**config.mk**
```make
export PLATFORM = sky130hd
export DESIGN_NAME = gmii_rx_mac_flat
export DESIGN_NICKNAME = d
export VERILOG_FILES = /design/src/eth_mac_pkg.sv /design/src/mac_stream_if.sv /design/src/gmii_rx_mac.sv /design/src/flat_wrapper.sv
export VERILOG_INCLUDE_DIRS = /design/src
export SDC_FILE = /design/constraint.sdc
export NUM_CORES = 1
export LEC_CHECK = 0
export ABC_AREA = 1
export BUFFER_PORTS_ARGS = -buffer_cell sky130_fd_sc_hd__buf_4
export CAP_MARGIN = 20
export CORE_ASPECT_RATIO = 0.75
export CORE_MARGIN = 4
export CORE_UTILIZATION = 34
export CTS_CLUSTER_SIZE = 20
export DETAILED_ROUTE_END_ITERATION = 8
export GPL_TIMING_DRIVEN = 0
export MAX_ROUTING_LAYER = met4
export RECOVER_POWER = 25
export SETUP_SLACK_MARGIN = 0.2
export SLEW_MARGIN = 20
export SYNTH_ARGS = -nofsm -noshare
export SYNTH_HDL_FRONTEND = slang
export SYNTH_SLANG_ARGS = --single-unit
```
**constraint.sdc**
```tcl
create_clock -name logic_clk -period 1.9 [get_ports logic_clk]
set_clock_uncertainty 0.05 [all_clocks]
set_input_delay 0.19 -clock logic_clk [delete_from_list [all_inputs] [get_ports logic_clk]]
set_output_delay 0.19 -clock logic_clk [all_outputs]
set_load 0.05 [all_outputs]
```
**src/eth_mac_settings.svh**
```systemverilog
// Ethernet MAC sizing constants shared by the FIFOs, the MACs and the testbench.
`ifndef ETH_MAC_SETTINGS_SVH
`define ETH_MAC_SETTINGS_SVH

// ************************************************************
// FIFO storage.
// ************************************************************
`define ETH_FIFO_DEPTH 2048
`define ETH_FIFO_ADDR_W 11

// ************************************************************
// Frame format.
// ************************************************************
`define ETH_MIN_FRAME_LEN 64   // Includes the FCS.
`define ETH_PREAMBLE_LEN 7     // 0x55 bytes before the SFD.

`endif

```
**src/eth_mac_pkg.sv**
```systemverilog
// Ethernet MAC shared types and the byte-wise CRC-32 step.
package eth_mac_pkg;

    // One byte of a frame stream. User set on the last beat marks a bad frame.
    typedef struct packed {
        logic [7:0] data;
        logic       last;
        logic       user;
    } mac_beat_t;

    // Single-cycle FIFO status pulses.
    typedef struct packed {
        logic overflow;
        logic bad_frame;
        logic good_frame;
    } fifo_status_t;

    // Reflected CRC-32, polynomial 0xEDB88320, one byte per call.
    function automatic logic [31:0] crc32_step(input logic [31:0] crc, input logic [7:0] data);
        logic [31:0] c;
        c = crc ^ {24'h0, data};
        for (int i = 0; i < 8; i++) begin
            c = c[0] ? ((c >> 1) ^ 32'hEDB88320) : (c >> 1);
        end
        return c;
    endfunction

endpackage

```
**src/mac_stream_if.sv**
```systemverilog
// Byte stream with valid/ready handshake between the FIFOs and the MACs.
`timescale 1ns/1ns

interface mac_stream_if;

    logic                   valid;
    logic                   ready;
    eth_mac_pkg::mac_beat_t beat;   // Held stable while valid waits on ready.

    modport src (
        output valid,
        output beat,
        input  ready
    );

    modport snk (
        input  valid,
        input  beat,
        output ready
    );

endinterface

```
**src/gmii_rx_mac.sv**
```systemverilog
// GMII receive MAC that strips preamble and FCS and flags bad frames.
`timescale 1ns/1ns
`include "eth_mac_settings.svh"

module gmii_rx_mac (
    input  logic        logic_clk,
    input  logic        logic_rst,
    input  logic [7:0]  gmii_rxd,
    input  logic        gmii_rx_dv,
    input  logic        gmii_rx_er,
    mac_stream_if.src   m,
    input  logic [15:0] cfg_rx_max_pkt_len,
    input  logic        cfg_rx_enable,
    output logic        error_bad_frame,
    output logic        error_bad_fcs
);

    localparam logic [31:0] CRC_RESIDUE = 32'hDEBB20E3;

    typedef enum logic [1:0] {IDLE, PRE, DATA, WAIT} state_t;

    state_t      state;
    logic [3:0]  pre_cnt;
    logic [15:0] cnt;        // Bytes after the SFD, FCS included.
    logic [31:0] crc;
    logic        rx_err;
    logic        fcs_bad;
    logic        len_bad;
    logic [7:0]  dly [5];    // Four FCS stages plus the held payload byte.

    assign fcs_bad = (crc != CRC_RESIDUE);
    assign len_bad = (cnt > cfg_rx_max_pkt_len);

    always_ff @(posedge logic_clk) begin
        if (state == DATA && gmii_rx_dv) begin
            dly[0] <= gmii_rxd;
            for (int i = 1; i < 5; i++) begin
                dly[i] <= dly[i-1];
            end
        end
    end

    always_ff @(posedge logic_clk or posedge logic_rst) begin
        if (logic_rst) begin
            state           <= IDLE;
            pre_cnt         <= '0;
            cnt             <= '0;
            crc             <= '1;
            rx_err          <= 1'b0;
            m.valid         <= 1'b0;
            m.beat          <= '0;
            error_bad_frame <= 1'b0;
            error_bad_fcs   <= 1'b0;
        end else begin
            m.valid         <= 1'b0;
            error_bad_frame <= 1'b0;
            error_bad_fcs   <= 1'b0;
            case (state)
                IDLE: begin
                    pre_cnt <= 4'd1;
                    if (gmii_rx_dv && cfg_rx_enable) begin
                        state <= (gmii_rxd == 8'h55) ? PRE : WAIT;
                    end
                end
                PRE: begin
                    crc    <= '1;
                    cnt    <= '0;
                    rx_err <= 1'b0;
                    if (!gmii_rx_dv) begin
                        state <= IDLE;
                    end else if (gmii_rxd == 8'h55) begin
                        if (pre_cnt < `ETH_PREAMBLE_LEN) begin
                            pre_cnt <= pre_cnt + 4'd1;
                        end
                    end else if (gmii_rxd == 8'hD5 && pre_cnt == `ETH_PREAMBLE_LEN) begin
                        state <= DATA;
                    end else begin
                        state <= WAIT;                         // Broken preamble.
                    end
                end
                DATA: begin
                    if (gmii_rx_dv) begin
                        crc    <= eth_mac_pkg::crc32_step(crc, gmii_rxd);
                        rx_err <= rx_err | gmii_rx_er;
                        if (cnt != '1) begin
                            cnt <= cnt + 16'd1;
                        end
                        if (cnt >= 16'd5) begin
                            m.valid <= 1'b1;                   // Oldest byte is payload.
                            m.beat  <= '{data: dly[4], last: 1'b0, user: 1'b0};
                        end
                    end else begin
                        // Frame ended, dly[0..3] hold the FCS.
                        if (cnt >= 16'd5) begin
                            m.valid <= 1'b1;
                            m.beat  <= '{data: dly[4], last: 1'b1,
                                         user: rx_err | len_bad | fcs_bad};
                        end
                        error_bad_frame <= rx_err | len_bad | fcs_bad;
                        error_bad_fcs   <= fcs_bad;
                        state           <= IDLE;
                    end
                end
                WAIT: begin
                    if (!gmii_rx_dv) begin
                        state <= IDLE;
                    end
                end
                default: state <= IDLE;
            endcase
        end
    end

endmodule

```
**src/flat_wrapper.sv**
```systemverilog
// flat-port wrapper written by rule: the top's interface ports become plain ports
module gmii_rx_mac_flat 
  (logic_clk, logic_rst, gmii_rxd, gmii_rx_dv, gmii_rx_er, cfg_rx_max_pkt_len, cfg_rx_enable, error_bad_frame, error_bad_fcs, m_valid, m_beat, m_ready);
  mac_stream_if m_i ();
  input  logic logic_clk;
  input  logic logic_rst;
  input  logic [7:0] gmii_rxd;
  input  logic gmii_rx_dv;
  input  logic gmii_rx_er;
  input  logic [15:0] cfg_rx_max_pkt_len;
  input  logic cfg_rx_enable;
  output logic error_bad_frame;
  output logic error_bad_fcs;
  output wire logic [$bits(m_i.valid)-1:0] m_valid;
  output wire logic [$bits(m_i.beat)-1:0] m_beat;
  input wire logic [$bits(m_i.ready)-1:0] m_ready;
  assign m_valid = m_i.valid;
  assign m_beat = m_i.beat;
  assign m_i.ready = m_ready;
  gmii_rx_mac u_core (.logic_clk(logic_clk), .logic_rst(logic_rst), .gmii_rxd(gmii_rxd), .gmii_rx_dv(gmii_rx_dv), .gmii_rx_er(gmii_rx_er), .m(m_i), .cfg_rx_max_pkt_len(cfg_rx_max_pkt_len), .cfg_rx_enable(cfg_rx_enable), .error_bad_frame(error_bad_frame), .error_bad_fcs(error_bad_fcs));
endmodule
```
==> results.cfg <==
[status]
status = finished, final reports clean

[sta]
clock.fmax_ghz = 0.554
min_period_ns = 1.80
maxSlewViolCount = 0
tns_ns = 0
grt_setup_unrepaired = true
relSlewSlack_pct = 32.0
tightest_slew_ns = 1.01
finalSetupViolCount = 0
finalCritPeriodShare_pct = 95.0
hold_viol_final = 0

[drt]
routed-wl-met2_microns = 7350
route.detailed.drc = 0
m1WireLength_microns = 8210
route.met3.wl_microns = 1060
routed_via_density = 4.85
routedWlPerCell_microns = 14.9
drtIter0Drc = 477
wl_microns = 16800
routed.top_layer = met4
num_vias = 5449
antenna_left = 0
firstDrtPassIters = 7

[logic_synthesis]
yosysTopAreaCell = edfxtp_1
synthTopCellsByArea = edfxtp_1 20%, nand2_1 16%, dfrtp_1 15%, dfstp_2 14%, inv_1 5.9%
yosysTopAreaCellShare_pct = 19.6
synth_edf_count = 40
ys_warn_count = 0
syn_nets = 811
synthCells = 761
syn-cell-area_sq_um = 6130
yosysSeqAreaShare_pct = 48.0
ys_types = 40
syn_avg_cell_area_sq_um = 8.06
synth-async-reset-ratio_pct = 63.0
synth-seq-cells = 108
synthFlopType = edfxtp_1

[critical_path]
endpoint_kind = register
cpMaxStageDelayCell = dfstp_2
worstPathRequired_ns = 2.16
slowest_delay_ns = 0.62
path_max_fanout = 5
cp_cell_sequence = buf_12 > xor2_4 > buf_6 > nand2_4 > nand2_4 > xor2_1 > nand2_1 > nand3_2 > nand2_1 > inv_1
cp.arrival_ns = 2.06
crit_type = reg2reg
start_kind = register

[final_layout]
fin_nets = 927
stdcell_area_sq_um = 8360
final_cell_mix = 198 x nand2_1, 89 x inv_1, 73 x buf_4
layout-drive-gt1-share_pct = 35.1
final_common_cell = nand2_1
final_util_pct = 47.4
synthToLayoutAreaGrowth_pct = 36.4
antenna_cells = 0

[floorplan]
die_h_microns = 124
initial_core_util_pct = 34.7
ios = 43
core_sq_um = 17700
rows = 42
die_area_sq_um = 20300
dieWidth_microns = 163

[placed_design]
io_buffers = 41
hpwl_microns = 11200
gp_congestion = 0.891
post_dp_cell_area_sq_um = 6800

[power_and_ir_drop]
peakVddDrop_mv = 0.667
leakage_nw = 3.83
p_per_area_nw_per_um2 = 1470

[cts]
cts_buffer_depth = 2
clkTransAtPathRegs_ns = 0.08
clk_latency_ns = 0.36
cts.sinks = 108
root_buffer = clkbuf_16
cts_tree = done
cts_inserted_buffers = 9
htree_levels = 3

[flow_run]
maxCapViolCount = 0

[grt]
track_usage_pct = 16.1
grt-ovfl-total = 0
grt_max_degree = 50
grt_pass1_wl_microns = 25300
antenna_found_initial = 0
grt_pass1_vias = 4784

[hold_path]
min_path_type = in2reg
[timing repair]
item	in CTS	in global routing
pin swaps	16	46
endpoints found under the hold margin	20	0
gates resized for setup	74	118
hold buffers	7	0
setup endpoints to repair	92	104
setup buffers	22	30
cloned	1	2
[critical path: cells and delay by family, from the launching register on]
kind / cells / cell delay (ns)
flip-flops: 1 / 0.62
AND/OR/NAND/NOR: 5 / 0.40
XOR/XNOR: 2 / 0.37
buffers and inverters: 3 / 0.32
[cell type report]
class,count,area [sq um]
Buffer,12,115
Clock buffer,9,225
Clock inverter,7,80.1
Fill cell,1707,9290
Inverter,104,394
Multi-Input combinational cell,537,3340
Sequential cell,108,2960
Tap cell,242,303
Timing Repair Buffer,105,940
[per-stage QoR]
stage	instances	hold slack (ns)	worst slack (ns)	total power [W]
2_1_floorplan	761	0.234	0.206	0.00715
3_3_place_gp	1044	0.350	-0.100	0.00839
3_5_place_dp	1046	0.217	-0.147	0.00849
4_1_cts	1092	0.00476	0.120	0.0111
5_1_grt	1124	0.0115	0.0392	0.0131
6_report	1124	0.0128	0.0952	0.0123
[per-layer routing]
| metal | vias up | global-route usage (%) |
|---|---|---|
| met5 | - | - |
| met4 | 0 | 2.81 |
| met3 | 13 | 3.08 |
| met2 | 154 | 22.0 |
| met1 | 2611 | 25.0 |
| li1 | 2671 | - |
[flip-flops by register name (all words and copies together) (netlist names)]
name and flops:
u_core.dly 40, u_core.crc 32, u_core.cnt 16, u_core.m.beat 10, u_core.pre_cnt 4, u_core.state 2, u_core.error_bad_fcs 1, u_core.error_bad_frame 1
u_core.m.valid 1, u_core.rx_err 1
[kinds of logic after synthesis]
family          after synthesis  share of synthesized area [%]
fa+ha+maj                    20                           4.08
flops                       108                           48.0
compound gates               77                           7.35
simple gates                411                           28.8
buf+inv                     116                           7.55
xor+xnor                     29                           4.26
[Yosys cell counts, types with 8 or more instances]
cell type and number:
nor2_1 53, o21ai_1 8, o22ai_1 12, ha_1 20
nand2_1 259, dfstp_2 32, a21oi_1 23, xor2_1 23
nand4_1 11, dfrtp_1 36, inv_1 97, nand3_1 48
nor3_1 17, edfxtp_1 40, o21ai_0 20
[worst paths after layout]
path                                   start           endpoint  slack, ns  depth (start not counted)
max                            u_core.crc[5]     u_core.crc[25]        0.1                         10
min                               gmii_rx_dv   u_core.m.beat[1]       0.01                          2
max reg2reg                    u_core.crc[5]     u_core.crc[25]        0.1                         10
min reg2reg                u_core.dly[0][17]  u_core.dly[0][25]       0.37                          0
max in group asynchronous          logic_rst     u_core.crc[14]       0.39                          5
min in group asynchronous          logic_rst      u_core.cnt[9]       0.51                          3
[report_power, final]
| group | internal, W | switching (W) |
|---|---|---|
| Sequential | 0.00333 | 0.000514 |
| Clock | 0.000938 | 0.00100 |
| Combinational | 0.00252 | 0.00403 |
No activity file was read; power rests on OpenSTA's default activity.
