## config.mk

```make
export PLATFORM = sky130hd
export DESIGN_NAME = gmii_tx_mac_flat
export DESIGN_NICKNAME = d
export VERILOG_FILES = /design/src/eth_mac_pkg.sv /design/src/mac_stream_if.sv /design/src/gmii_tx_mac.sv /design/src/flat_wrapper.sv
export VERILOG_INCLUDE_DIRS = /design/src
export SDC_FILE = /design/constraint.sdc
export NUM_CORES = 1
export LEC_CHECK = 0
export BUFFER_PORTS_ARGS = -buffer_cell sky130_fd_sc_hd__buf_2
export CORE_MARGIN = 2
export CORE_UTILIZATION = 49
export CTS_BUF_LIST = sky130_fd_sc_hd__clkbuf_8
export DETAILED_ROUTE_END_ITERATION = 7
export PLACE_DENSITY = 0.67
export SYNTH_ARGS = -nofsm -noshare
export SYNTH_HDL_FRONTEND = slang
export SYNTH_SLANG_ARGS = --single-unit
```

## constraint.sdc

```tcl
create_clock -name logic_clk -period 3.18 [get_ports logic_clk]
set_input_delay 0.318 -clock logic_clk [delete_from_list [all_inputs] [get_ports logic_clk]]
set_output_delay 0.318 -clock logic_clk [all_outputs]
set_load 0.02 [all_outputs]
```

## src/eth_mac_settings.svh

```systemverilog
// Ethernet MAC sizing constants shared by the FIFOs, the MACs and the testbench.
`ifndef ETH_MAC_SETTINGS_SVH
`define ETH_MAC_SETTINGS_SVH

// ************************************************************
// FIFO storage.
// ************************************************************
`define ETH_FIFO_DEPTH 2048
`define ETH_FIFO_ADDR_W 11

// ************************************************************
// Frame format.
// ************************************************************
`define ETH_MIN_FRAME_LEN 64   // Includes the FCS.
`define ETH_PREAMBLE_LEN 7     // 0x55 bytes before the SFD.

`endif

```

## src/eth_mac_pkg.sv

```systemverilog
// Ethernet MAC shared types and the byte-wise CRC-32 step.
package eth_mac_pkg;

    // One byte of a frame stream. User set on the last beat marks a bad frame.
    typedef struct packed {
        logic [7:0] data;
        logic       last;
        logic       user;
    } mac_beat_t;

    // Single-cycle FIFO status pulses.
    typedef struct packed {
        logic overflow;
        logic bad_frame;
        logic good_frame;
    } fifo_status_t;

    // Reflected CRC-32, polynomial 0xEDB88320, one byte per call.
    function automatic logic [31:0] crc32_step(input logic [31:0] crc, input logic [7:0] data);
        logic [31:0] c;
        c = crc ^ {24'h0, data};
        for (int i = 0; i < 8; i++) begin
            c = c[0] ? ((c >> 1) ^ 32'hEDB88320) : (c >> 1);
        end
        return c;
    endfunction

endpackage

```

## src/mac_stream_if.sv

```systemverilog
// Byte stream with valid/ready handshake between the FIFOs and the MACs.
`timescale 1ns/1ns

interface mac_stream_if;

    logic                   valid;
    logic                   ready;
    eth_mac_pkg::mac_beat_t beat;   // Held stable while valid waits on ready.

    modport src (
        output valid,
        output beat,
        input  ready
    );

    modport snk (
        input  valid,
        input  beat,
        output ready
    );

endinterface

```

## src/gmii_tx_mac.sv

```systemverilog
// GMII transmit MAC adding preamble, padding, FCS and the inter-frame gap.
`timescale 1ns/1ns
`include "eth_mac_settings.svh"

module gmii_tx_mac (
    input  logic       logic_clk,
    input  logic       logic_rst,
    mac_stream_if.snk  s,
    output logic [7:0] gmii_txd,
    output logic       gmii_tx_en,
    output logic       gmii_tx_er,
    input  logic [7:0] cfg_tx_ifg,
    input  logic       cfg_tx_enable
);

    localparam int PAD_LEN = `ETH_MIN_FRAME_LEN - 4;   // Payload bytes before the FCS.

    typedef enum logic [2:0] {IDLE, PREAMBLE, DATA, PAD, FCS, GAP} state_t;

    state_t      state;
    logic [7:0]  cnt;    // Preamble, FCS and gap counter.
    logic [6:0]  len;    // Payload bytes sent, stops at PAD_LEN.
    logic [31:0] crc;

    // The FIFO holds whole frames, so valid stays high through DATA.
    assign s.ready    = (state == DATA);
    assign gmii_tx_er = 1'b0;

    always_ff @(posedge logic_clk or posedge logic_rst) begin
        if (logic_rst) begin
            state      <= IDLE;
            cnt        <= '0;
            len        <= '0;
            crc        <= '1;
            gmii_txd   <= '0;
            gmii_tx_en <= 1'b0;
        end else begin
            case (state)
                IDLE: begin
                    gmii_tx_en <= 1'b0;
                    if (s.valid && cfg_tx_enable) begin
                        gmii_txd   <= 8'h55;
                        gmii_tx_en <= 1'b1;
                        cnt        <= 8'd1;
                        state      <= PREAMBLE;
                    end
                end
                PREAMBLE: begin
                    if (cnt < `ETH_PREAMBLE_LEN) begin
                        gmii_txd <= 8'h55;
                        cnt      <= cnt + 8'd1;
                    end else begin
                        gmii_txd <= 8'hD5;                       // SFD.
                        crc      <= '1;
                        len      <= '0;
                        state    <= DATA;
                    end
                end
                DATA: begin
                    gmii_txd <= s.beat.data;
                    crc      <= eth_mac_pkg::crc32_step(crc, s.beat.data);
                    if (len < PAD_LEN) begin
                        len <= len + 7'd1;
                    end
                    if (s.beat.last) begin
                        cnt   <= '0;
                        state <= (len < PAD_LEN - 1) ? PAD : FCS;
                    end
                end
                PAD: begin
                    gmii_txd <= 8'h00;
                    crc      <= eth_mac_pkg::crc32_step(crc, 8'h00);
                    len      <= len + 7'd1;
                    if (len == PAD_LEN - 1) begin
                        state <= FCS;
                    end
                end
                FCS: begin
                    gmii_txd <= ~crc[8*cnt[1:0] +: 8];             // Low byte first.
                    cnt      <= cnt + 8'd1;
                    if (cnt == 8'd3) begin
                        cnt   <= '0;
                        state <= GAP;
                    end
                end
                GAP: begin
                    gmii_tx_en <= 1'b0;
                    cnt        <= cnt + 8'd1;
                    if (cnt + 8'd1 >= cfg_tx_ifg) begin
                        state <= IDLE;
                    end
                end
                default: state <= IDLE;
            endcase
        end
    end

endmodule

```

## src/flat_wrapper.sv

```systemverilog
// flat-port wrapper written by rule: the top's interface ports become plain ports
module gmii_tx_mac_flat 
  (logic_clk, logic_rst, gmii_txd, gmii_tx_en, gmii_tx_er, cfg_tx_ifg, cfg_tx_enable, s_valid, s_beat, s_ready);
  mac_stream_if s_i ();
  input  logic logic_clk;
  input  logic logic_rst;
  output logic [7:0] gmii_txd;
  output logic gmii_tx_en;
  output logic gmii_tx_er;
  input  logic [7:0] cfg_tx_ifg;
  input  logic cfg_tx_enable;
  input wire logic [$bits(s_i.valid)-1:0] s_valid;
  input wire logic [$bits(s_i.beat)-1:0] s_beat;
  output wire logic [$bits(s_i.ready)-1:0] s_ready;
  assign s_i.valid = s_valid;
  assign s_i.beat = s_beat;
  assign s_ready = s_i.ready;
  gmii_tx_mac u_core (.logic_clk(logic_clk), .logic_rst(logic_rst), .s(s_i), .gmii_txd(gmii_txd), .gmii_tx_en(gmii_tx_en), .gmii_tx_er(gmii_tx_er), .cfg_tx_ifg(cfg_tx_ifg), .cfg_tx_enable(cfg_tx_enable));
endmodule
```

==> qor.tcl <==
set qor(run_status) {complete, no violations}
set qor(tritoncts_num_sinks) 59
set qor(critical_path.max_fanout) 4
set qor(power.density_nw_per_um2) 355.5
set qor(synth_top_area_share_pct) 18.35
set qor(layout_worst_path_cycle_share_pct) 89.50
set qor(yosys-top-cells-area) {sky130_fd_sc_hd__dfstp_2 18%, sky130_fd_sc_hd__dfrtp_1 15%, sky130_fd_sc_hd__xnor2_1 14%}
set qor(top_level_ports) 33
set qor(critPathKind) {reg2reg}
set qor(post_drt_wl_per_cell_um) 18.38
set qor(ir_drop_v) 0.0002373
set qor(ant_nets) 0
set qor(die_x_um) 100.7
set qor(first_pass_grt_wire_length_um) 18670
set qor(clockRootBuffer) {sky130_fd_sc_hd__clkbuf_8}
set qor(setup_viol) 0
set qor(finalSetupTns_ns) 0
set qor(post_cts_resize_count) 0
set qor(routabilityCongestion) 0.8891
set qor(drive_above_1_share_pct) 23.23
set qor(yosysSeqAreaShare_pct) 33.09
set qor(postSynthNetCount) 512
set qor(cts-root-to-sink-buffers) 2
set qor(clock_latency_ns) 0.35
set qor(path_clk_slew_ns) 0.07
set qor(grt_max_degree) 42
set qor(number_of_enable_flip_flop_cells_after_synthesis) 0
set qor(yosys_warnings) 0
set qor(layout_commonest_cell) {sky130_fd_sc_hd__xnor2_1}
set qor(yosys_register_bits) 59
set qor(critPathLaunchType) {register}
set qor(tritoncts) {built}
set qor(timing.max_slew.rel_slack_pct) 41.09
set qor(die_ar_um2) 10140
set qor(synth_top_flop_cell) {sky130_fd_sc_hd__dfstp_2}
set qor(syn_inst) 480
set qor(core-area_um2) 9153
set qor(buffer_ports.inserted) 30
set qor(layout.cells.most_common_list) {75 x sky130_fd_sc_hd__xnor2_1, 46 x sky130_fd_sc_hd__a21oi_1, 45 x sky130_fd_sc_hd__xor2_1}
set qor(clock_skew_ns) 0.01418
set qor(grt_antenna_before_repair) 0
set qor(critical_path_required_ns) 3.41
set qor(postCtsSetupRepairBufs) 0
set qor(area_delta_synth_final_pct) 10.84
set qor(initialDrtViolationCount) 149
set qor(yosysTopAreaCell) {sky130_fd_sc_hd__dfstp_2}
set qor(post_synth.cell_area_avg_um2) 9.548
set qor(rsz0062_at_grt) {no}
set qor(detail_route.vias_per_cell) 5.724
set qor(grt_pass1_vias) 3562
set qor(route.detailed.drc) 0
set qor(netlist-cell-type-count) 55
set qor(drtPass1Iterations) 4
set qor(finalCriticalPeriod_ns) 2.846
set qor(static-leakage-power_nw) 2.148
set qor(worst_pin_slew_ns) 0.8824
set qor(postRouteWirelength_um) 11380
set qor(hp-class) {in2async}
set qor(groute.usage.overall_pct) 23.99
set qor(crit_path_end_kind) {register}
set qor(final_nets) 535
set qor(hold_viol_final) 0
set qor(cts-htree-levels) 3
set qor(clock.fmax_ghz) 0.3514
set qor(final_core_utilization_pct) 55.50
set qor(max-cap-violations) 0
set qor(fp-row-count) 35
set qor(floorplan.initialDensity_pct) 50.08
set qor(drv_slew) 0
set qor(antennaDiodeCount) 0
set qor(hold_buffers) 0
set qor(mappedNetlistArea_um2) 4583
set qor(cts_made_buffers) 9
set qor(grt-ovfl-total) 0
set qor(asyncSetResetFlopFracSynth_pct) 100.0
set qor(die_height_um) 100.7
set qor(hpwl_um) 8022
set qor(cp.arrival_ns) 3.07
set qor(vias) 3543
-- synth_stat cells (all sizes together) (2+ instances only) --
cell type / count
xnor2: 86
a21oi: 46
xor2: 46
nor2: 34
dfstp: 32
o21ai: 28
dfrtp: 27
nand2: 27
clkbuf: 18
buf: 13
inv: 13
ha: 10
mux4: 8
a22o: 7
nand4: 7
o22ai: 7
mux2i: 6
nor2b: 5
o31ai: 5
and2: 4
nand3: 4
nor3: 4
a22oi: 3
a41oi: 3
and3: 3
mux2: 3
nand2b: 3
o21a: 3
or2: 3
a21o: 2
a31oi: 2
nor3b: 2
or4: 2
-- power breakdown --
part	leakage (nW)	total, mW	switching [mW]	internal, mW
combinational	1.35	0.194	0.109	0.0852
clock	0.127	0.859	0.322	0.537
sequential	0.675	0.752	0	0.752
total	2.15	1.81	0.431	1.37
-- critical path, cell delays in order (launching register included) --
cell,delay [ns]
sky130_fd_sc_hd__dfrtp_1,0.36
sky130_fd_sc_hd__ha_1,0.20
sky130_fd_sc_hd__and2_1,0.25
sky130_fd_sc_hd__nand2_1,0.10
sky130_fd_sc_hd__xnor2_1,0.23
sky130_fd_sc_hd__ha_1,0.29
sky130_fd_sc_hd__a21o_1,0.16
sky130_fd_sc_hd__a211oi_1,0.23
sky130_fd_sc_hd__o21ai_0,0.14
sky130_fd_sc_hd__a41oi_1,0.28
sky130_fd_sc_hd__nor3b_1,0.13
sky130_fd_sc_hd__a311o_1,0.36
-- logic make-up (layout without fill, tap and decap cells) --
group	Yosys count	count (layout)	synth area share, %
adders and majority gates	10	10	2.730
AOI/OAI and AO/OA	116	116	15.26
other	1	1	0.08182
and+or+nand+nor	100	100	10.46
DFF	59	59	33.09
xor gates and xnor gates	133	133	28.42
buffers and inverters	44	72	3.986
muxes	17	17	5.979
-- per-layer routing --
metal  vias up  global-route usage, %  routed length (um)
met5         -                      0                   0
met3        21                  3.814                 428
met4         0                  8.535                 233
met2        88                  39.38                5607
li1       1694                      -                   -
met1      1740                  32.15                5108
-- cell type report --
class,instances,area (um2)
clock inverter,6,103.9
tap,111,138.9
fill,807,4073
sequential,59,1516
inverter,13,48.80
timing repair buffer,43,247.7
clock buffer,10,137.6
multi-input combinational,377,2887
-- per-stage QoR --
stage	setup slack (ns)	cell area [um2]	hold WS (ns)	cells	total power, mW
floorplan	0.4885	4583	0.4718	480	0.9094
global placement	0.4683	4838	0.4616	603	0.9530
detailed placement	0.3790	4838	0.4663	603	0.9586
CTS	0.3389	5080	0.1829	619	1.822
global route	0.1186	5080	0.2375	619	1.860
finish	0.3339	5080	0.1564	619	1.806
-- path summary, 6_finish.rpt --
| kind | endpoint | start | slack [ns] | cells after the start |
|---|---|---|---|---|
| hold reg to reg | u_core.gmii_txd[2] | u_core.gmii_txd[2] | 0.48 | 2 |
| setup reg to reg | u_core.state[2] | u_core.cnt[1] | 0.33 | 11 |
| setup / recovery | u_core.state[2] | u_core.cnt[1] | 0.33 | 11 |
| min in group logic_clk | u_core.gmii_txd[1] | s_beat[3] | 0.30 | 3 |
| max in group asynchronous | u_core.crc[21] | logic_rst | 2.17 | 3 |
| hold / removal | u_core.len[4] | logic_rst | 0.16 | 2 |
-- state kept, by name (all words and copies together), names as in the netlist --
| name | flops |
|---|---|
| u_core.len | 7 |
| u_core.state | 3 |
| u_core.crc | 32 |
| u_core.gmii_txd | 8 |
| u_core.cnt | 8 |
| u_core.gmii_tx_en | 1 |
(Power assumes the default switching activity.)
